==> config.mk <==
export PLATFORM = sky130hd
export DESIGN_NAME = frv_pipeline_execute
export DESIGN_NICKNAME = d
export VERILOG_FILES = /design/src/verilog/frv_exec_pkg.sv /design/src/verilog/frv_alu.sv /design/src/verilog/frv_branch_unit.sv /design/src/verilog/frv_exec_pipe_reg.sv /design/src/verilog/frv_exec_result.sv /design/src/verilog/frv_pipeline_execute.sv
export SDC_FILE = /design/constraint.sdc
export NUM_CORES = 1
export LEC_CHECK = 0
export ABC_AREA = 0
export ABC_CLOCK_PERIOD_IN_PS = 9000
export BUFFER_PORTS_ARGS = -buffer_cell sky130_fd_sc_hd__buf_2
export CAP_MARGIN = 25
export CELL_PAD_IN_SITES_DETAIL_PLACEMENT = 0
export CELL_PAD_IN_SITES_GLOBAL_PLACEMENT = 1
export CORE_MARGIN = 4
export CORE_UTILIZATION = 43
export DETAILED_ROUTE_END_ITERATION = 8
export PLACE_DENSITY = 0.94
export RECOVER_POWER = 100
export SYNTH_ARGS = -nofsm -noshare
export SYNTH_HDL_FRONTEND = slang
export SYNTH_HIERARCHICAL = 1
export SYNTH_SLANG_ARGS = --single-unit
==> constraint.sdc <==
create_clock -name g_clk -period 9 [get_ports g_clk]
set_input_delay 1.8 -clock g_clk [delete_from_list [all_inputs] [get_ports g_clk]]
set_output_delay 1.8 -clock g_clk [all_outputs]
set_load 0.02 [all_outputs]
==> src/verilog/frv_exec_pkg.sv <==
// --------------------
// Execute stage package
// Data width, unit and micro-op encodings, and the
// stage-2 / stage-3 / forwarding bundles
// --------------------
package frv_exec_pkg;

    localparam int XLEN = 32;                        // Data word width

    typedef logic [4:0] ex_uop_t;                    // Micro-op code
    typedef logic [5:0] ex_trap_cause_t;             // Trap cause code

    // One-hot functional unit select
    typedef struct packed {
        logic alu;                                   // Integer ALU
        logic lsu;                                   // Load / store unit
        logic cfu;                                   // Control flow unit
        logic csr;                                   // CSR access
    } ex_fu_t;

    // --------------------
    // ALU micro-ops
    localparam ex_uop_t ALU_ADD  = 5'b00_001;
    localparam ex_uop_t ALU_SUB  = 5'b00_000;
    localparam ex_uop_t ALU_XOR  = 5'b01_001;
    localparam ex_uop_t ALU_OR   = 5'b01_010;
    localparam ex_uop_t ALU_AND  = 5'b01_100;
    localparam ex_uop_t ALU_SLL  = 5'b10_001;
    localparam ex_uop_t ALU_SRL  = 5'b10_010;
    localparam ex_uop_t ALU_SRA  = 5'b10_100;
    localparam ex_uop_t ALU_ROR  = 5'b10_110;
    localparam ex_uop_t ALU_SLT  = 5'b11_001;
    localparam ex_uop_t ALU_SLTU = 5'b11_010;

    // --------------------
    // CFU micro-ops, top two bits give the class
    localparam ex_uop_t CFU_BEQ       = 5'b00_001;   // Conditional class 00
    localparam ex_uop_t CFU_BGE       = 5'b00_010;
    localparam ex_uop_t CFU_BGEU      = 5'b00_011;
    localparam ex_uop_t CFU_BLT       = 5'b00_100;
    localparam ex_uop_t CFU_BLTU      = 5'b00_101;
    localparam ex_uop_t CFU_BNE       = 5'b00_110;
    localparam ex_uop_t CFU_NOT_TAKEN = 5'b01_000;   // Resolved branch results
    localparam ex_uop_t CFU_TAKEN     = 5'b01_001;
    localparam ex_uop_t CFU_JMP       = 5'b10_001;   // Jump class 10
    localparam ex_uop_t CFU_JALI      = 5'b10_010;
    localparam ex_uop_t CFU_JALR      = 5'b10_100;

    // LSU micro-op bit positions
    localparam int LSU_LOAD  = 3;                    // Set for loads
    localparam int LSU_STORE = 4;                    // Set for stores

    // Trap view of operand B
    typedef struct packed {
        logic [XLEN-7:0] pad;                        // Always zero
        ex_trap_cause_t  cause;                      // Cause code
    } ex_trap_view_t;

    // Stage 3 operand B, data or trap cause
    typedef union packed {
        logic [XLEN-1:0] data;                       // Store data / CSR operand
        ex_trap_view_t   trap_view;                  // Valid when trap is set
    } ex_opr_b_u;

    // Stage 2 input bundle
    typedef struct packed {
        logic [4:0]      rd;                         // Destination register
        logic [XLEN-1:0] opr_a;                      // Operand A
        logic [XLEN-1:0] opr_b;                      // Operand B
        logic [XLEN-1:0] opr_c;                      // Operand C
        ex_uop_t         uop;                        // Micro-op
        ex_fu_t          fu;                         // Functional unit
        logic            trap;                       // Trap raised in decode
        logic [1:0]      size;                       // Instruction size
        logic [31:0]     instr;                      // Instruction word
    } ex_in_t;

    // Stage 3 output bundle
    typedef struct packed {
        logic [4:0]      rd;                         // Destination register
        logic [XLEN-1:0] opr_a;                      // Result / address / target
        ex_opr_b_u       opr_b;                      // Data or trap cause
        ex_uop_t         uop;                        // Micro-op, resolved for CFU
        ex_fu_t          fu;                         // Functional unit
        logic            trap;                       // Trap pending
        logic [1:0]      size;                       // Instruction size
        logic [31:0]     instr;                      // Instruction word
    } ex_out_t;

    // Forwarding bundle back to decode
    typedef struct packed {
        logic [4:0]      rd;                         // Destination register
        logic [XLEN-1:0] wdata;                      // Value to forward
        logic            load;                       // Load in flight, no data yet
        logic            csr;                        // CSR op in flight
    } ex_fwd_t;

endpackage

==> src/verilog/frv_alu.sv <==
// --------------------
// Integer ALU
// Add/sub, logic ops, shifts, rotate and compares,
// also the compare source for conditional branches
// --------------------
module frv_alu (
    input  frv_exec_pkg::ex_in_t          i_s2,          // Stage 2 instruction
    output logic [frv_exec_pkg::XLEN-1:0] o_add_result,  // Always A + B
    output logic [frv_exec_pkg::XLEN-1:0] o_result,      // Selected ALU result
    output logic                          o_lt,          // A < B, signedness by op
    output logic                          o_eq           // A == B
);

    localparam int XLEN = frv_exec_pkg::XLEN;
    localparam int XL   = XLEN - 1;                      // MSB index

    logic [XL:0]       lhs;                              // Operand A
    logic [XL:0]       rhs;                              // Operand B
    logic [4:0]        shamt;                            // Shift amount
    logic              fu_alu;
    logic              cfu_cond;                         // Branch compare
    logic              op_add;
    logic              op_sub;
    logic              op_xor;
    logic              op_or;
    logic              op_and;
    logic              op_sll;
    logic              op_srl;
    logic              op_sra;
    logic              op_ror;
    logic              op_slt;                           // slt or sltu
    logic              op_unsigned;                      // Unsigned compare
    logic [XLEN:0]     diff;                             // A - B with borrow out
    logic [XL:0]       sll_res;
    logic [XL:0]       srl_res;
    logic [XL:0]       sra_res;
    logic [2*XLEN-1:0] ror_wide;                         // Doubled word, shifted

    assign lhs   = i_s2.opr_a;
    assign rhs   = i_s2.opr_b;
    assign shamt = i_s2.opr_b[4:0];

    // --------------------
    // Op decode
    assign fu_alu   = i_s2.fu.alu;
    assign cfu_cond = i_s2.fu.cfu && i_s2.uop[4:3] == 2'b00;

    assign op_add = fu_alu && i_s2.uop == frv_exec_pkg::ALU_ADD;
    assign op_sub = fu_alu && i_s2.uop == frv_exec_pkg::ALU_SUB;
    assign op_xor = fu_alu && i_s2.uop == frv_exec_pkg::ALU_XOR;
    assign op_or  = fu_alu && i_s2.uop == frv_exec_pkg::ALU_OR;
    assign op_and = fu_alu && i_s2.uop == frv_exec_pkg::ALU_AND;
    assign op_sll = fu_alu && i_s2.uop == frv_exec_pkg::ALU_SLL;
    assign op_srl = fu_alu && i_s2.uop == frv_exec_pkg::ALU_SRL;
    assign op_sra = fu_alu && i_s2.uop == frv_exec_pkg::ALU_SRA;
    assign op_ror = fu_alu && i_s2.uop == frv_exec_pkg::ALU_ROR;
    assign op_slt = fu_alu && (i_s2.uop == frv_exec_pkg::ALU_SLT ||
                               i_s2.uop == frv_exec_pkg::ALU_SLTU);

    assign op_unsigned = fu_alu && i_s2.uop == frv_exec_pkg::ALU_SLTU ||
                         cfu_cond && (i_s2.uop == frv_exec_pkg::CFU_BLTU ||
                                      i_s2.uop == frv_exec_pkg::CFU_BGEU);

    // --------------------
    // Adder and compare
    assign o_add_result = lhs + rhs;                     // Also LSU / JALR address
    assign diff         = {1'b0, lhs} - {1'b0, rhs};     // Borrow gives unsigned lt

    assign o_eq = lhs == rhs;
    assign o_lt = op_unsigned            ? diff[XLEN] :  // Borrow out
                  (lhs[XL] != rhs[XL])   ? lhs[XL]    :  // Signs differ
                                           diff[XL];     // Same sign, check diff

    // --------------------
    // Shifter
    assign sll_res  = lhs << shamt;
    assign srl_res  = lhs >> shamt;
    assign sra_res  = $unsigned($signed(lhs) >>> shamt);
    assign ror_wide = {lhs, lhs} >> shamt;               // Low half is the rotate

    // One-hot result select
    assign o_result = {XLEN{op_add}} & o_add_result      |
                      {XLEN{op_sub}} & diff[XL:0]        |
                      {XLEN{op_xor}} & (lhs ^ rhs)       |
                      {XLEN{op_or }} & (lhs | rhs)       |
                      {XLEN{op_and}} & (lhs & rhs)       |
                      {XLEN{op_sll}} & sll_res           |
                      {XLEN{op_srl}} & srl_res           |
                      {XLEN{op_sra}} & sra_res           |
                      {XLEN{op_ror}} & ror_wide[XL:0]    |
                      {XLEN{op_slt}} & {{XL{1'b0}}, o_lt};

endmodule

==> src/verilog/frv_branch_unit.sv <==
// --------------------
// Control flow unit
// Resolves branches to taken / not taken and
// forms the jump or branch target
// --------------------
module frv_branch_unit (
    input  frv_exec_pkg::ex_in_t          i_s2,          // Stage 2 instruction
    input  logic                          i_lt,          // From ALU compare
    input  logic                          i_eq,          // From ALU compare
    input  logic [frv_exec_pkg::XLEN-1:0] i_add_result,  // A + B, JALR address
    output frv_exec_pkg::ex_uop_t         o_uop,         // Resolved micro-op
    output logic [frv_exec_pkg::XLEN-1:0] o_target       // Halfword aligned target
);

    localparam int XL = frv_exec_pkg::XLEN - 1;

    logic fu_cfu;
    logic cfu_cond;                                      // Class 00
    logic cfu_jalr;
    logic cond_beq;
    logic cond_bne;
    logic cond_blt;
    logic cond_bge;
    logic cond_bltu;
    logic cond_bgeu;
    logic cond_taken;

    assign fu_cfu   = i_s2.fu.cfu;
    assign cfu_cond = fu_cfu && i_s2.uop[4:3] == 2'b00;
    assign cfu_jalr = fu_cfu && i_s2.uop == frv_exec_pkg::CFU_JALR;

    // --------------------
    // Condition decode
    assign cond_beq  = cfu_cond && i_s2.uop == frv_exec_pkg::CFU_BEQ;
    assign cond_bne  = cfu_cond && i_s2.uop == frv_exec_pkg::CFU_BNE;
    assign cond_blt  = cfu_cond && i_s2.uop == frv_exec_pkg::CFU_BLT;
    assign cond_bge  = cfu_cond && i_s2.uop == frv_exec_pkg::CFU_BGE;
    assign cond_bltu = cfu_cond && i_s2.uop == frv_exec_pkg::CFU_BLTU;
    assign cond_bgeu = cfu_cond && i_s2.uop == frv_exec_pkg::CFU_BGEU;

    // ALU already picked signed or unsigned lt
    assign cond_taken = cond_beq  &&  i_eq ||
                        cond_bne  && !i_eq ||
                        cond_blt  &&  i_lt ||
                        cond_bltu &&  i_lt ||
                        cond_bge  && !i_lt ||
                        cond_bgeu && !i_lt;

    assign o_uop = !cfu_cond  ? i_s2.uop                    :  // Jumps unchanged
                   cond_taken ? frv_exec_pkg::CFU_TAKEN     :
                                frv_exec_pkg::CFU_NOT_TAKEN;

    // Bit 0 always cleared
    assign o_target = cfu_jalr ? {i_add_result[XL:1], 1'b0} :
                                 {i_s2.opr_c[XL:1],   1'b0};

endmodule

==> src/verilog/frv_exec_pipe_reg.sv <==
// --------------------
// Execute stage register
// Single entry with valid/busy handshake and flush
// --------------------
module frv_exec_pipe_reg (
    input  logic                  g_clk,
    input  logic                  g_resetn,      // Sync, active low
    input  frv_exec_pkg::ex_out_t i_data,        // From result select
    input  logic                  i_valid,       // Upstream valid
    input  logic                  i_flush,       // Kill held entry
    input  logic                  i_busy,        // Downstream stalled
    output frv_exec_pkg::ex_out_t o_data,        // Stage 3 contents
    output logic                  o_valid,       // Stage 3 valid
    output logic                  o_busy         // Stall upstream
);

    logic load;                                  // Accept this cycle

    // Unbuffered handshake, stall only while output is held
    assign o_busy = o_valid && i_busy;
    assign load   = i_valid && !o_busy;

    // --------------------
    // Valid bit
    always_ff @(posedge g_clk) begin
        if (!g_resetn || i_flush) begin
            o_valid <= 1'b0;                     // Flush wins over load
        end else if (!o_busy) begin
            o_valid <= i_valid;                  // Drain or refill
        end
    end

    // Payload
    always_ff @(posedge g_clk) begin
        if (load) begin
            o_data <= i_data;
        end
    end

endmodule

==> src/verilog/frv_exec_result.sv <==
// --------------------
// Execute result select
// Builds the next stage 3 bundle by unit and the
// same-cycle forwarding value
// --------------------
module frv_exec_result (
    input  frv_exec_pkg::ex_in_t          i_s2,          // Stage 2 instruction
    input  logic [frv_exec_pkg::XLEN-1:0] i_alu_result,  // ALU result
    input  logic [frv_exec_pkg::XLEN-1:0] i_add_result,  // LSU address
    input  frv_exec_pkg::ex_uop_t         i_cfu_uop,     // Resolved CFU micro-op
    input  logic [frv_exec_pkg::XLEN-1:0] i_cfu_target,  // CFU target
    output frv_exec_pkg::ex_out_t         o_next,        // Next stage 3 contents
    output frv_exec_pkg::ex_fwd_t         o_fwd          // Forwarding info
);

    localparam int XLEN = frv_exec_pkg::XLEN;

    frv_exec_pkg::ex_fu_t    fu;
    logic [XLEN-1:0]         n_opr_a;                    // Next operand A
    frv_exec_pkg::ex_opr_b_u n_opr_b;                    // Next operand B
    logic                    lsu_load;

    assign fu       = i_s2.fu;
    assign lsu_load = fu.lsu && i_s2.uop[frv_exec_pkg::LSU_LOAD];

    // --------------------
    // Operand A by unit
    assign n_opr_a = {XLEN{fu.alu}} & i_alu_result |
                     {XLEN{fu.lsu}} & i_add_result |     // Memory address
                     {XLEN{fu.cfu}} & i_cfu_target |
                     {XLEN{fu.csr}} & i_s2.opr_a;        // CSR write value

    // Operand B, trap view overrides data
    always_comb begin
        n_opr_b.data = {XLEN{fu.lsu | fu.csr}} & i_s2.opr_c;
        if (i_s2.trap) begin
            n_opr_b.trap_view.pad   = '0;
            n_opr_b.trap_view.cause = {1'b0, i_s2.rd};   // Decode trap cause
        end
    end

    // --------------------
    // Next stage bundle
    always_comb begin
        o_next.rd    = i_s2.rd;
        o_next.opr_a = n_opr_a;
        o_next.opr_b = n_opr_b;
        o_next.uop   = fu.cfu ? i_cfu_uop : i_s2.uop;    // Branch outcome for CFU
        o_next.fu    = i_s2.fu;
        o_next.trap  = i_s2.trap;
        o_next.size  = i_s2.size;
        o_next.instr = i_s2.instr;
    end

    // Forwarding, same cycle as stage 2
    always_comb begin
        o_fwd.rd    = i_s2.rd;
        o_fwd.wdata = n_opr_a;                           // Not final for loads
        o_fwd.load  = lsu_load;
        o_fwd.csr   = fu.csr;
    end

endmodule

==> src/verilog/frv_pipeline_execute.sv <==
// --------------------
// Execute stage top
// ALU, CFU, result select and stage register
// --------------------
module frv_pipeline_execute (
    input  logic                  g_clk,
    input  logic                  g_resetn,      // Sync, active low

    input  frv_exec_pkg::ex_in_t  i_s2,          // Decoded instruction
    input  logic                  i_s2_valid,    // Stage 2 valid
    output logic                  o_s2_busy,     // Stall stage 2

    input  logic                  i_flush,       // Flush stage 3

    output frv_exec_pkg::ex_out_t o_s3,          // To write-back
    output logic                  o_s3_valid,    // Stage 3 valid
    input  logic                  i_s3_busy,     // Write-back stalled

    output frv_exec_pkg::ex_fwd_t o_fwd          // Forwarding to decode
);

    logic [frv_exec_pkg::XLEN-1:0] alu_add_result;   // A + B
    logic [frv_exec_pkg::XLEN-1:0] alu_result;
    logic                          alu_lt;
    logic                          alu_eq;
    frv_exec_pkg::ex_uop_t         cfu_uop;          // Resolved branch op
    logic [frv_exec_pkg::XLEN-1:0] cfu_target;
    frv_exec_pkg::ex_out_t         n_s3;             // Next stage 3 bundle

    // --------------------
    // Units
    frv_alu u_alu (
        .i_s2         (i_s2          ),
        .o_add_result (alu_add_result),
        .o_result     (alu_result    ),
        .o_lt         (alu_lt        ),
        .o_eq         (alu_eq        )
    );

    frv_branch_unit u_branch_unit (
        .i_s2         (i_s2          ),
        .i_lt         (alu_lt        ),
        .i_eq         (alu_eq        ),
        .i_add_result (alu_add_result),
        .o_uop        (cfu_uop       ),
        .o_target     (cfu_target    )
    );

    frv_exec_result u_exec_result (
        .i_s2         (i_s2          ),
        .i_alu_result (alu_result    ),
        .i_add_result (alu_add_result),
        .i_cfu_uop    (cfu_uop       ),
        .i_cfu_target (cfu_target    ),
        .o_next       (n_s3          ),
        .o_fwd        (o_fwd         )
    );

    // --------------------
    // Stage register
    frv_exec_pipe_reg u_pipe_reg (
        .g_clk        (g_clk         ),
        .g_resetn     (g_resetn      ),
        .i_data       (n_s3          ),
        .i_valid      (i_s2_valid    ),  // Acceptance gated inside
        .i_flush      (i_flush       ),
        .i_busy       (i_s3_busy     ),
        .o_data       (o_s3          ),
        .o_valid      (o_s3_valid    ),
        .o_busy       (o_s2_busy     )
    );

endmodule
==> run_summary.xml, run 1 <==
<?xml version="1.0" encoding="UTF-8"?>
<metrics>
  <group name="outcome">
    <metric name="run_status" unit="">finished, violations left</metric>
    <metric name="failing_checks" unit="">max-capacitance violations, max-slew violations</metric>
  </group>
  <group name="route">
    <metric name="routed_wirelength" unit="um">68960</metric>
    <metric name="via_count" unit="">16300</metric>
    <metric name="route.antenna.remaining_nets" unit="">0</metric>
    <metric name="drtIter0Drc" unit="">2475</metric>
    <metric name="first_pass_iters" unit="">7</metric>
    <metric name="drt-wirelength-per-cell" unit="um">28.40</metric>
    <metric name="routed_via_density" unit="">6.713</metric>
    <metric name="drc_errors" unit="">0</metric>
  </group>
  <group name="yosys">
    <metric name="synth_seq_cells" unit="">114</metric>
    <metric name="synth.yosys.seq_area_share" unit="%">22.23</metric>
    <metric name="synthDominantAreaCellType" unit="">sky130_fd_sc_hd__edfxtp_1</metric>
    <metric name="synth.avg_cell_area" unit="um2">8.502</metric>
    <metric name="synthCells" unit="">1806</metric>
    <metric name="netlist_top_cells_area" unit="">sky130_fd_sc_hd__edfxtp_1 22%, sky130_fd_sc_hd__mux4_2 8.9%, sky130_fd_sc_hd__ha_1 7.9%</metric>
    <metric name="synth_edf_count" unit="">113</metric>
    <metric name="yosys.cell_types.count" unit="">89</metric>
    <metric name="synth.cell_area" unit="mm2">0.01535</metric>
    <metric name="ys.flop_type" unit="">sky130_fd_sc_hd__edfxtp_1</metric>
    <metric name="ys_async_sr_fraction" unit="%">0</metric>
    <metric name="syn_nets" unit="">2056</metric>
    <metric name="post-synth-top-area-fraction" unit="%">22.10</metric>
    <metric name="yosysWarnings" unit="">6</metric>
  </group>
  <group name="timing">
    <metric name="final_max_slew_viol_count" unit="">266</metric>
    <metric name="tightestPinTransition" unit="ps">3064</metric>
    <metric name="report.final.setup_viol" unit="">0</metric>
    <metric name="grt_setup_unrepaired" unit="">no</metric>
    <metric name="worst_setup_margin" unit="ps">580.6</metric>
    <metric name="final_period_minus_worst_setup_slack" unit="ps">8419</metric>
    <metric name="hold_viol_final" unit="">0</metric>
    <metric name="fmax" unit="MHz">118.8</metric>
    <metric name="slew-limit-headroom" unit="%">-104.3</metric>
    <metric name="worst_hold_margin" unit="ps">576.4</metric>
    <metric name="final_min_period_over_clock_period" unit="%">93.55</metric>
    <metric name="finalClockSkew" unit="ps">14.97</metric>
    <metric name="total_neg_setup_slack" unit="ps">0</metric>
  </group>
  <group name="critical_path">
    <metric name="path_class" unit="">in2out</metric>
    <metric name="start_kind" unit="">input port</metric>
    <metric name="worstPathCellList" unit="">buf_4 &gt; ha_1 &gt; fa_1 &gt; a211oi_1 &gt; o21ai_0 &gt; a2111oi_0 &gt; nor3_1 &gt; o31a_1 &gt; o31ai_1 &gt; nor2_1 &gt; o31a_1 &gt; a2111o_1 &gt; a22oi_1 &gt; nand2_1 &gt; clkbuf_1</metric>
    <metric name="setup.worst_path.end_class" unit="">primary output</metric>
    <metric name="critical_path.most_common_cell" unit="">sky130_fd_sc_hd__o31a_1</metric>
    <metric name="timing.critical_path.fanout_max" unit="">39</metric>
    <metric name="critPathBufInv" unit="">2</metric>
    <metric name="critical_path.top_delay_family" unit="">compound AO/OA/AOI/OAI gates</metric>
    <metric name="critPathArrivalTime" unit="ps">6620</metric>
    <metric name="crit_path_max_incr_delay" unit="ps">750</metric>
    <metric name="crit_path_top_delay_cell" unit="">sky130_fd_sc_hd__a2111oi_0</metric>
    <metric name="cp_data_required_time" unit="ps">7200</metric>
  </group>
  <group name="floorplanning">
    <metric name="core_area" unit="mm2">0.03488</metric>
    <metric name="die_x" unit="um">197.0</metric>
    <metric name="boundaryPins" unit="">304</metric>
    <metric name="start_util" unit="%">44.02</metric>
    <metric name="fp.dieArea" unit="mm2">0.03880</metric>
    <metric name="die_h" unit="um">197.0</metric>
    <metric name="placement_rows" unit="">68</metric>
  </group>
  <group name="clock_tree">
    <metric name="clock_sinks" unit="">114</metric>
    <metric name="cts_inserted_buffers" unit="">17</metric>
    <metric name="clk_root_buf" unit="">sky130_fd_sc_hd__clkbuf_16</metric>
    <metric name="clock_tree_from_tritoncts" unit="">built</metric>
    <metric name="worst_setup_hold_path_clk_slew" unit="ps">60</metric>
    <metric name="cts.hold.buffers_added" unit="">0</metric>
    <metric name="clock_tree.buffer_depth" unit="">2</metric>
    <metric name="clock_insertion_delay_worst_skew" unit="ps">430</metric>
    <metric name="post_cts_buffers" unit="">0</metric>
    <metric name="cts_max_level" unit="">4</metric>
    <metric name="post_cts_resized" unit="">0</metric>
  </group>
  <group name="power">
    <metric name="power_per_cell_area" unit="mW/mm2">132.8</metric>
    <metric name="p_total" unit="uW">2230</metric>
    <metric name="vdd_ir_drop_max" unit="mV">0.1357</metric>
    <metric name="leakage" unit="uW">0.006752</metric>
  </group>
  <group name="placed_design">
    <metric name="port_buffers" unit="">303</metric>
    <metric name="placement.setup.worst_slack" unit="ps">935.5</metric>
    <metric name="numPlacedInstances" unit="">2392</metric>
    <metric name="globalplace.congestion" unit="">1.083</metric>
    <metric name="dpl.hpwl" unit="um">53330</metric>
  </group>
  <group name="global_routing">
    <metric name="grt-ovfl-total" unit="">0</metric>
    <metric name="grt_antenna_before_repair" unit="">3</metric>
    <metric name="globalRouteTotalUtil" unit="%">33.77</metric>
    <metric name="grt_pass1_vias" unit="">15040</metric>
    <metric name="global_route_wire_length_before_repair" unit="um">99900</metric>
    <metric name="grt_start_max_net_pins" unit="">64</metric>
  </group>
  <group name="finish">
    <metric name="layout-drive-gt1-share" unit="%">16.29</metric>
    <metric name="multi_input_area" unit="mm2">0.01016</metric>
    <metric name="non_filler_instance_count_after_layout" unit="">2428</metric>
    <metric name="num-fill-cells" unit="">3544</metric>
    <metric name="syn_to_final_growth" unit="%">9.371</metric>
    <metric name="nNetsFinal" unit="">2207</metric>
    <metric name="layout.area.seq" unit="mm2">0.003413</metric>
  </group>
  <group name="flow_run">
    <metric name="drv.max_cap_violation_count" unit="">6</metric>
  </group>
  <group name="hold_path">
    <metric name="holdCritPathClass" unit="">reg2reg</metric>
  </group>
</metrics>
where the power goes:
part           total [uW]  switching [uW]  internal (uW)
combinational         922             624            299
clock                 662             275            387
sequential            645            9.72            636
metal layers:
| layer | wire [um] | part of all wire [%] | track usage, % |
|---|---|---|---|
| met1 | 27980 | 41 | 47.85 |
| met2 | 29590 | 43 | 50.78 |
| met3 | 8239 | 12 | 6.821 |
| met4 | 3148 | 4.6 | 13.33 |
| met5 | 0 | 0 | 0 |
path summary, 6_finish.rpt:
check / start / to / slack (ps) / cells after the start
hold reg to reg: u_pipe_reg/o_valid / u_pipe_reg/o_valid / 580 / 2
setup / recovery: i_s2[76] / o_fwd[26] / 580 / 15
hold / removal: u_pipe_reg/o_valid / u_pipe_reg/o_valid / 580 / 2
setup reg to reg: u_pipe_reg/o_valid / u_pipe_reg/o_data[104] / 3430 / 4
state kept, by name (all words and copies together), names as in the netlist:
signal              cells
u_pipe_reg/o_data     113
u_pipe_reg/o_valid      1
cell type report:
class	count	area share, %
clock buffer	17	2.533
multi-input combinational	1363	60.48
sequential	114	20.32
antenna	3	0.04470
clock inverter	15	0.8866
timing repair buffer	351	9.887
tap	455	3.390
inverter	110	2.459
worst register-to-register path: cells and delay by family, from the launching register on:
kind | cells | cell delay (ps)
buffers and inverters | 2 | 4400
flip-flops | 1 | 310
AND/OR/NAND/NOR | 2 | 320
cells in the final DEF, fill, tap and decap left out, types with 9 or more instances in the layout:
master	Yosys	final
sky130_fd_sc_hd__nor2_1	172	172
sky130_fd_sc_hd__clkbuf_1	85	163
sky130_fd_sc_hd__buf_2	28	145
sky130_fd_sc_hd__a21oi_1	143	143
sky130_fd_sc_hd__nand2_1	136	135
sky130_fd_sc_hd__edfxtp_1	113	113
sky130_fd_sc_hd__o21ai_0	109	111
sky130_fd_sc_hd__inv_1	103	103
sky130_fd_sc_hd__ha_1	97	97
sky130_fd_sc_hd__a22oi_1	81	81
sky130_fd_sc_hd__mux4_2	61	61
sky130_fd_sc_hd__buf_4	86	43
sky130_fd_sc_hd__mux2i_1	38	38
sky130_fd_sc_hd__nor3_1	31	31
sky130_fd_sc_hd__nand3_1	30	31
sky130_fd_sc_hd__xnor2_1	31	31
sky130_fd_sc_hd__o211ai_1	27	27
sky130_fd_sc_hd__o22ai_1	20	20
sky130_fd_sc_hd__and2_1	36	19
sky130_fd_sc_hd__and2_0	1	18
sky130_fd_sc_hd__clkbuf_16	0	17
sky130_fd_sc_hd__a21o_1	17	17
sky130_fd_sc_hd__mux2_1	0	17
sky130_fd_sc_hd__a211oi_1	16	16
sky130_fd_sc_hd__mux2_2	16	16
sky130_fd_sc_hd__nor4_1	15	15
sky130_fd_sc_hd__nand4_1	14	14
sky130_fd_sc_hd__a211o_1	14	14
sky130_fd_sc_hd__a22o_1	14	14
sky130_fd_sc_hd__o221ai_1	13	13
sky130_fd_sc_hd__mux2_4	30	13
sky130_fd_sc_hd__nor2b_1	12	12
sky130_fd_sc_hd__a221oi_1	12	12
sky130_fd_sc_hd__o2111ai_1	12	12
sky130_fd_sc_hd__a31oi_1	10	10
sky130_fd_sc_hd__o31ai_1	10	10
sky130_fd_sc_hd__nand2b_1	9	9
sky130_fd_sc_hd__o21a_1	9	9
sky130_fd_sc_hd__a221o_1	9	9
cells by family after synthesis:
group / Yosys count / share of synthesized area (%)
buf+inv: 329 / 10.81
compound gates: 583 / 25.75
other cells: 1 / 0.02442
flops: 114 / 22.23
fa+ha+maj: 100 / 8.295
xor+xnor: 34 / 1.939
simple gates: 500 / 15.42
mux: 145 / 15.53
cells in the mapped netlist, drive strengths merged, types with 38 or more instances:
cell / n
ha: 97
mux2i: 38
inv: 105
clkbuf: 85
o21ai: 111
a21oi: 143
nor2: 172
buf: 134
and2: 38
a22oi: 81
nand2: 136
mux2: 46
edfxtp: 113
mux4: 61
per-stage QoR:
stage,utilization (%),instance area [um2]
4_1_cts,49.10,17130
2_1_floorplan,-,15350
5_1_grt,48.13,16790
6_report,48.14,16790
3_3_place_gp,47.44,16550
3_5_place_dp,47.46,16550
Power figures use the tool's default switching activity.
==> run 2, diff against run 1 <==
Settings changed: ABC_CLOCK_PERIOD_IN_PS 9000 to 7500, CORE_UTILIZATION 43 to 39, PLACE_DENSITY 0.94 to 0.9.
Clock period 9 ns to 7.5 ns, I/O delays scaled along.
==> run 2 against run 1 <==
Compared with the run above:
- the flow finishes with violations (design-rule violations, max-capacitance violations, max-slew violations)
- worst hold slack better by 74 ps
- setup slack worse by 340 ps
- die area is 9.8% higher
- global-route usage is 1.7 points lower
- clock skew is 3.2 ps lower
- via count is 2.1% higher
- first-iteration DRC count is 0.16% lower
==> run_summary.xml, run 2 (same netlist as run 1, synthesis figures left out) <==
<?xml version="1.0" encoding="UTF-8"?>
<metrics>
  <group name="timing">
    <metric name="report.final.setup_viol" unit="">0</metric>
    <metric name="hold_viol_final" unit="">0</metric>
    <metric name="total_neg_setup_slack" unit="ps">0</metric>
    <metric name="finalClockSkew" unit="ps">11.74</metric>
    <metric name="final_max_slew_viol_count" unit="">186</metric>
    <metric name="tightestPinTransition" unit="ps">3592</metric>
    <metric name="slew-limit-headroom" unit="%">-139.4</metric>
    <metric name="final_min_period_over_clock_period" unit="%">96.84</metric>
    <metric name="final_period_minus_worst_setup_slack" unit="ps">7263</metric>
    <metric name="fmax" unit="MHz">137.7</metric>
    <metric name="worst_hold_margin" unit="ps">650.9</metric>
    <metric name="grt_setup_unrepaired" unit="">no</metric>
  </group>
  <group name="critical_path">
    <metric name="worst-r2r-setup-slack" unit="ps">3270</metric>
    <metric name="critPathArrivalTime" unit="ps">5760</metric>
    <metric name="r2r_end" unit="">u_pipe_reg/o_data[107]</metric>
    <metric name="start_kind" unit="">input port</metric>
    <metric name="worst_setup_path_endpoint" unit="">o_fwd[17]</metric>
    <metric name="timing.critical_path.fanout_max" unit="">66</metric>
    <metric name="worstRegToRegCells" unit="">3</metric>
    <metric name="worst_r2r_startpoint" unit="">u_pipe_reg/o_valid</metric>
    <metric name="path_class" unit="">in2out</metric>
    <metric name="setup.worst_path.start" unit="">i_s2[77]</metric>
    <metric name="cp_data_required_time" unit="ps">6000</metric>
    <metric name="setup.worst_path.end_class" unit="">primary output</metric>
  </group>
  <group name="clock_tree">
    <metric name="clk_root_buf" unit="">sky130_fd_sc_hd__clkbuf_16</metric>
    <metric name="clock_insertion_delay_worst_skew" unit="ps">430</metric>
    <metric name="cts_max_level" unit="">4</metric>
    <metric name="worst_setup_hold_path_clk_slew" unit="ps">60</metric>
    <metric name="clock_tree.buffer_depth" unit="">2</metric>
    <metric name="post_cts_buffers" unit="">0</metric>
    <metric name="clock_tree_from_tritoncts" unit="">built</metric>
    <metric name="clock_sinks" unit="">114</metric>
    <metric name="cts_inserted_buffers" unit="">17</metric>
  </group>
  <group name="power">
    <metric name="internal_power_summed_over_all_cells" unit="uW">1716</metric>
    <metric name="clkPwrFrac" unit="%">31.7</metric>
    <metric name="net_switching_power_figure" unit="uW">1093</metric>
    <metric name="p_total" unit="uW">2809</metric>
    <metric name="relative_contribution_of_sequential_cells_to_total_power" unit="%">27.5</metric>
    <metric name="leakage" unit="uW">0.007116</metric>
    <metric name="combinationalPowerShare" unit="%">40.7</metric>
    <metric name="power_per_cell_area" unit="mW/mm2">161.1</metric>
    <metric name="vdd_ir_drop_max" unit="mV">0.1551</metric>
    <metric name="swShare" unit="%">38.92</metric>
  </group>
  <group name="hold_path">
    <metric name="holdCritPathClass" unit="">reg2reg</metric>
  </group>
  <group name="global_routing">
    <metric name="grt_antenna_before_repair" unit="">4</metric>
    <metric name="global_route_wire_length_before_repair" unit="um">102100</metric>
    <metric name="globalRouteTotalUtil" unit="%">32.09</metric>
    <metric name="grt_pass1_vias" unit="">15490</metric>
    <metric name="grt-ovfl-total" unit="">0</metric>
    <metric name="grt_start_max_net_pins" unit="">83</metric>
  </group>
  <group name="placed_design">
    <metric name="dpl.hpwl" unit="um">54680</metric>
    <metric name="port_buffers" unit="">303</metric>
    <metric name="globalplace.congestion" unit="">1.069</metric>
  </group>
  <group name="floorplanning">
    <metric name="placement_rows" unit="">72</metric>
    <metric name="fp.dieArea" unit="mm2">0.04261</metric>
    <metric name="start_util" unit="%">39.55</metric>
    <metric name="die_x" unit="um">206.4</metric>
    <metric name="core_area" unit="mm2">0.03883</metric>
    <metric name="boundaryPins" unit="">304</metric>
    <metric name="die_h" unit="um">206.4</metric>
  </group>
  <group name="route">
    <metric name="drc_errors" unit="">2</metric>
    <metric name="first_pass_iters" unit="">9</metric>
    <metric name="drtIter0Drc" unit="">2471</metric>
    <metric name="drt-wirelength-per-cell" unit="um">28.11</metric>
    <metric name="route.antenna.remaining_nets" unit="">0</metric>
    <metric name="routed_wirelength" unit="um">71390</metric>
    <metric name="via_count" unit="">16640</metric>
    <metric name="routed_via_density" unit="">6.549</metric>
  </group>
  <group name="finish">
    <metric name="syn_to_final_growth" unit="%">13.57</metric>
    <metric name="largest_register" unit="">u_pipe_reg/o_data</metric>
    <metric name="num-fill-cells" unit="">3891</metric>
    <metric name="num_antenna_cells" unit="">0</metric>
    <metric name="nNetsFinal" unit="">2259</metric>
    <metric name="layout.area.seq" unit="mm2">0.003413</metric>
    <metric name="layout.cells.most_common" unit="">sky130_fd_sc_hd__nor2_1</metric>
    <metric name="biggestRegsByFlops" unit="">u_pipe_reg/o_data (113), u_pipe_reg/o_valid (1)</metric>
    <metric name="largest_register_ff_count" unit="">113</metric>
    <metric name="layout-drive-gt1-share" unit="%">19.29</metric>
    <metric name="multi_input_area" unit="mm2">0.01026</metric>
    <metric name="layout.cells.most_common_list" unit="">172 x sky130_fd_sc_hd__nor2_1, 167 x sky130_fd_sc_hd__clkbuf_1, 143 x sky130_fd_sc_hd__a21oi_1</metric>
  </group>
  <group name="flow_run">
    <metric name="drv.max_cap_violation_count" unit="">4</metric>
  </group>
  <group name="outcome">
    <metric name="run_status" unit="">finished, violations left</metric>
    <metric name="failing_checks" unit="">design-rule violations, max-capacitance violations, max-slew violations</metric>
  </group>
</metrics>
[run 2: cell count changes in the layout (fill, tap and decap cells not counted), moves of 3 or more]
cell	before	now
sky130_fd_sc_hd__mux2_4	13	27
sky130_fd_sc_hd__clkbuf_1	163	167
sky130_fd_sc_hd__bufinv_16	1	4
sky130_fd_sc_hd__mux2_1	17	3
sky130_fd_sc_hd__diode_2	3	0
sky130_fd_sc_hd__clkbuf_2	0	4
sky130_fd_sc_hd__buf_4	43	90
sky130_fd_sc_hd__buf_2	145	140
[run 2: worst min path at each step]
stage                        from            endpoint  slack, ps  depth (start not counted)
2_1_floorplan  u_pipe_reg/o_valid  u_pipe_reg/o_valid        640                          2
3_3_place_gp   u_pipe_reg/o_valid  u_pipe_reg/o_valid        600                          2
3_5_place_dp   u_pipe_reg/o_valid  u_pipe_reg/o_valid        670                          2
4_1_cts        u_pipe_reg/o_valid  u_pipe_reg/o_valid        680                          2
5_1_grt        u_pipe_reg/o_valid  u_pipe_reg/o_valid        690                          2
6_report       u_pipe_reg/o_valid  u_pipe_reg/o_valid        650                          2
[run 2: layer usage]
metal	up-vias	GRT usage, %	wire length [um]	share of wire [%]
li1	7102	-	-	-
met1	8013	43.69	27690	39
met2	1313	47.44	30600	43
met3	201	9.336	9705	14
met4	6	13.69	3352	4.7
met5	-	0	41	0.057
[run 2: area by class of cell]
type | count | area share (%)
clock buffer | 17 | 2.440
clock inverter | 15 | 1.248
inverter | 110 | 2.368
multi-input combinational | 1363 | 58.82
sequential | 114 | 19.57
tap | 518 | 3.717
timing repair buffer | 403 | 11.83
[run 2: power by group through the flow]
stage	sequential, uW	clock [uW]	combinational (uW)
5_1_grt	777	948	1210
4_1_cts	770	910	1130
3_5_place_dp	783	0	1130
2_1_floorplan	848	0	700
6_report	773	891	1140
3_3_place_gp	781	0	1120
[run 2: critical path: stages]
cell                       delay, ps
sky130_fd_sc_hd__buf_2           210
sky130_fd_sc_hd__buf_12          350
sky130_fd_sc_hd__ha_1            260
sky130_fd_sc_hd__a21oi_1          70
sky130_fd_sc_hd__or4_1           460
sky130_fd_sc_hd__a21oi_1         270
sky130_fd_sc_hd__or2_0           400
sky130_fd_sc_hd__a21oi_1         200
sky130_fd_sc_hd__o311ai_0        900
sky130_fd_sc_hd__o21ai_0         210
sky130_fd_sc_hd__o21ai_0         180
sky130_fd_sc_hd__nand3_1         190
sky130_fd_sc_hd__a22oi_1         210
sky130_fd_sc_hd__nand2_1          90
sky130_fd_sc_hd__buf_2           170
[run 2: repair_timing]
item	4_1_cts	5_1_grt
setup endpoints to repair	0	1
resized for setup	0	4
hold buffers	0	0
[run 2: stage by stage]
| stage | cell area [um2] | utilization (%) | setup WS, ps | cells |
|---|---|---|---|---|
| after floorplan | 15360 | - | 145.5 | 1806 |
| after global placement | 17050 | 43.91 | 363.9 | 2507 |
| after detailed placement | 17050 | 43.91 | 263.2 | 2507 |
| after CTS | 17690 | 45.57 | 229.2 | 2539 |
| after global routing | 17440 | 44.91 | 24.57 | 2540 |
| final | 17440 | 44.91 | 236.7 | 2540 |
==> run 3, diff against run 2 <==
Settings changed: CORE_ASPECT_RATIO set to 1.5.
==> run 3 against run 2 <==
Compared with the run above:
- the run ends with max-capacitance violations, max-slew violations left
- clock power down 7.9%
- design area up 0.42%
- non-clock buffer count up 25
- utilization up 0.40 points
- fmax down 2.7%
- setup slack worse by 200 ps
- register-to-register slack worse by 250 ps
- first-iteration DRC count down 16%
- critical path type unchanged
- highest routed layer unchanged
==> run_summary.xml, run 3 (same netlist as run 1, synthesis figures left out) <==
<?xml version="1.0" encoding="UTF-8"?>
<metrics>
  <group name="finish">
    <metric name="largest_register_ff_count" unit="">113</metric>
    <metric name="largest_register" unit="">u_pipe_reg/o_data</metric>
    <metric name="syn_to_final_growth" unit="%">14.04</metric>
    <metric name="layout-drive-gt1-share" unit="%">19.74</metric>
    <metric name="biggestRegsByFlops" unit="">u_pipe_reg/o_data (113), u_pipe_reg/o_valid (1)</metric>
    <metric name="layout.cells.most_common" unit="">sky130_fd_sc_hd__nor2_1</metric>
    <metric name="non_filler_instance_count_after_layout" unit="">2544</metric>
    <metric name="finish.utilization" unit="%">45.31</metric>
    <metric name="nNetsFinal" unit="">2284</metric>
    <metric name="layout.cells.most_common_list" unit="">171 x sky130_fd_sc_hd__nor2_1, 161 x sky130_fd_sc_hd__clkbuf_1, 143 x sky130_fd_sc_hd__buf_2, 143 x sky130_fd_sc_hd__a21oi_1, 135 x sky130_fd_sc_hd__nand2_1</metric>
  </group>
  <group name="clock_tree">
    <metric name="cts_inserted_buffers" unit="">17</metric>
    <metric name="clk_root_buf" unit="">sky130_fd_sc_hd__clkbuf_16</metric>
    <metric name="clock_sinks" unit="">114</metric>
    <metric name="cts.hold.buffers_added" unit="">0</metric>
    <metric name="worst_setup_hold_path_clk_slew" unit="ps">50</metric>
    <metric name="clock_tree.buffer_depth" unit="">2</metric>
    <metric name="clock_insertion_delay_worst_skew" unit="ps">410</metric>
    <metric name="cts_max_level" unit="">4</metric>
    <metric name="post_cts_resized" unit="">2</metric>
    <metric name="post_cts_buffers" unit="">0</metric>
    <metric name="clock_tree_from_tritoncts" unit="">built</metric>
  </group>
  <group name="route">
    <metric name="first_pass_iters" unit="">9</metric>
    <metric name="drtIter0Drc" unit="">2072</metric>
    <metric name="routed_wirelength" unit="um">78090</metric>
    <metric name="routed_via_density" unit="">6.475</metric>
    <metric name="drt-wirelength-per-cell" unit="um">30.70</metric>
    <metric name="route.antenna.remaining_nets" unit="">0</metric>
    <metric name="drc_errors" unit="">0</metric>
    <metric name="via_count" unit="">16470</metric>
  </group>
  <group name="global_routing">
    <metric name="grt_pass1_vias" unit="">16070</metric>
    <metric name="globalRouteTotalUtil" unit="%">35.08</metric>
    <metric name="grt_antenna_before_repair" unit="">3</metric>
    <metric name="grt_start_max_net_pins" unit="">75</metric>
    <metric name="global_route_wire_length_before_repair" unit="um">110800</metric>
    <metric name="grt-ovfl-total" unit="">0</metric>
  </group>
  <group name="critical_path">
    <metric name="worst_r2r_startpoint" unit="">u_pipe_reg/o_valid</metric>
    <metric name="r2r_end" unit="">u_pipe_reg/o_data[90]</metric>
    <metric name="start_kind" unit="">input port</metric>
    <metric name="worstRegToRegCells" unit="">4</metric>
    <metric name="cp_data_required_time" unit="ps">6000</metric>
    <metric name="critPathArrivalTime" unit="ps">5960</metric>
    <metric name="timing.critical_path.fanout_max" unit="">4</metric>
    <metric name="worst-r2r-setup-slack" unit="ps">3020</metric>
    <metric name="setup.worst_path.end_class" unit="">primary output</metric>
    <metric name="path_class" unit="">in2out</metric>
  </group>
  <group name="power">
    <metric name="leakage" unit="uW">0.007134</metric>
    <metric name="vdd_ir_drop_max" unit="mV">0.2154</metric>
    <metric name="power_per_cell_area" unit="mW/mm2">159.0</metric>
  </group>
  <group name="floorplanning">
    <metric name="fp.dieArea" unit="mm2">0.04268</metric>
    <metric name="start_util" unit="%">39.73</metric>
    <metric name="die_x" unit="um">170.0</metric>
    <metric name="core_area" unit="mm2">0.03865</metric>
    <metric name="boundaryPins" unit="">304</metric>
    <metric name="die_h" unit="um">251.0</metric>
    <metric name="placement_rows" unit="">88</metric>
  </group>
  <group name="placed_design">
    <metric name="globalplace.congestion" unit="">1.034</metric>
    <metric name="numPlacedInstances" unit="">2510</metric>
    <metric name="dpl.hpwl" unit="um">61820</metric>
    <metric name="port_buffers" unit="">303</metric>
  </group>
  <group name="outcome">
    <metric name="failing_checks" unit="">max-capacitance violations, max-slew violations</metric>
    <metric name="run_status" unit="">finished, violations left</metric>
  </group>
  <group name="timing">
    <metric name="fmax" unit="MHz">134.0</metric>
    <metric name="report.final.setup_viol" unit="">0</metric>
    <metric name="final_min_period_over_clock_period" unit="%">99.51</metric>
    <metric name="grt_setup_unrepaired" unit="">no</metric>
    <metric name="slew-limit-headroom" unit="%">-94.46</metric>
    <metric name="worst_hold_margin" unit="ps">612.7</metric>
    <metric name="tightestPinTransition" unit="ps">2917</metric>
    <metric name="final_max_slew_viol_count" unit="">98</metric>
    <metric name="final_period_minus_worst_setup_slack" unit="ps">7464</metric>
    <metric name="hold_viol_final" unit="">0</metric>
    <metric name="finalClockSkew" unit="ps">12.06</metric>
  </group>
  <group name="hold_path">
    <metric name="min_delay_endpoint" unit="">u_pipe_reg/o_valid</metric>
    <metric name="min-delay-start" unit="">u_pipe_reg/o_valid</metric>
    <metric name="hold_path_depth" unit="">2</metric>
    <metric name="holdCritPathClass" unit="">reg2reg</metric>
  </group>
  <group name="flow_run">
    <metric name="drv.max_cap_violation_count" unit="">3</metric>
  </group>
</metrics>
-- run 3: how the worst max path moves through the flow --
stage | from | to | slack (ps)
final | i_s2[118] | o_fwd[33] | 40
after global routing | i_s2[77] | o_fwd[33] | 1
after global placement | i_s2[95] | o_fwd[33] | 20
after CTS | i_s2[77] | o_fwd[33] | 10
after detailed placement | i_s2[95] | o_fwd[33] | -210
after floorplan | i_s2[79] | o_fwd[33] | 150
-- run 3: metrics by stage --
step	power, uW	TNS [ps]	instance area (um2)	setup slack (ps)
final	2785	0	17510	36.42
after global routing	2887	0	17510	1.473
after CTS	2793	0	17820	11.48
after detailed placement	1969	-207.2	17220	-207.2
after global placement	1961	0	17220	22.40
after floorplan	1548	0	15360	145.5
-- run 3: per-layer routing --
layer  vias up  GRT usage [%]  part of all wire, %
met3       277          6.591                  9.0
met1      7945          41.24                   35
met2      1101          57.32                   47
met4         2          24.47                  8.8
li1       7147              -                    -
met5         -              0                0.017
-- run 3: cell type report --
class	count	area (um2)
fillers	3959	21140
multi-input cells	1363	10190
flip-flops and latches	114	3413
repair buffers	428	2273
well taps	495	619.3
clock buffers	19	432.9
inverters	110	412.9
clock inverters	13	160.2
diodes	2	5.005
-- run 3: power by group --
part | internal [uW] | total, uW | switching (uW) | leakage (uW)
clock network | 522 | 821 | 299 | 0.000277
registers | 762 | 775 | 12.2 | 0.00111
logic | 395 | 1190 | 795 | 0.00575
-- run 3: worst max-delay path: stages --
cell and delay, ps:
sky130_fd_sc_hd__buf_2 150, sky130_fd_sc_hd__inv_1 60, sky130_fd_sc_hd__ha_1 330, sky130_fd_sc_hd__or4_1 610
sky130_fd_sc_hd__nor3_1 300, sky130_fd_sc_hd__a21o_1 200, sky130_fd_sc_hd__o21ai_0 90, sky130_fd_sc_hd__nand3_1 150
sky130_fd_sc_hd__buf_4 160, sky130_fd_sc_hd__a211o_1 150, sky130_fd_sc_hd__a21boi_0 120, sky130_fd_sc_hd__o31ai_1 270
sky130_fd_sc_hd__fa_1 460, sky130_fd_sc_hd__nand2_1 70, sky130_fd_sc_hd__o311ai_0 160, sky130_fd_sc_hd__a2111oi_2 470
sky130_fd_sc_hd__o2111ai_1 170, sky130_fd_sc_hd__a22oi_1 240, sky130_fd_sc_hd__nand2_1 140, sky130_fd_sc_hd__buf_2 180
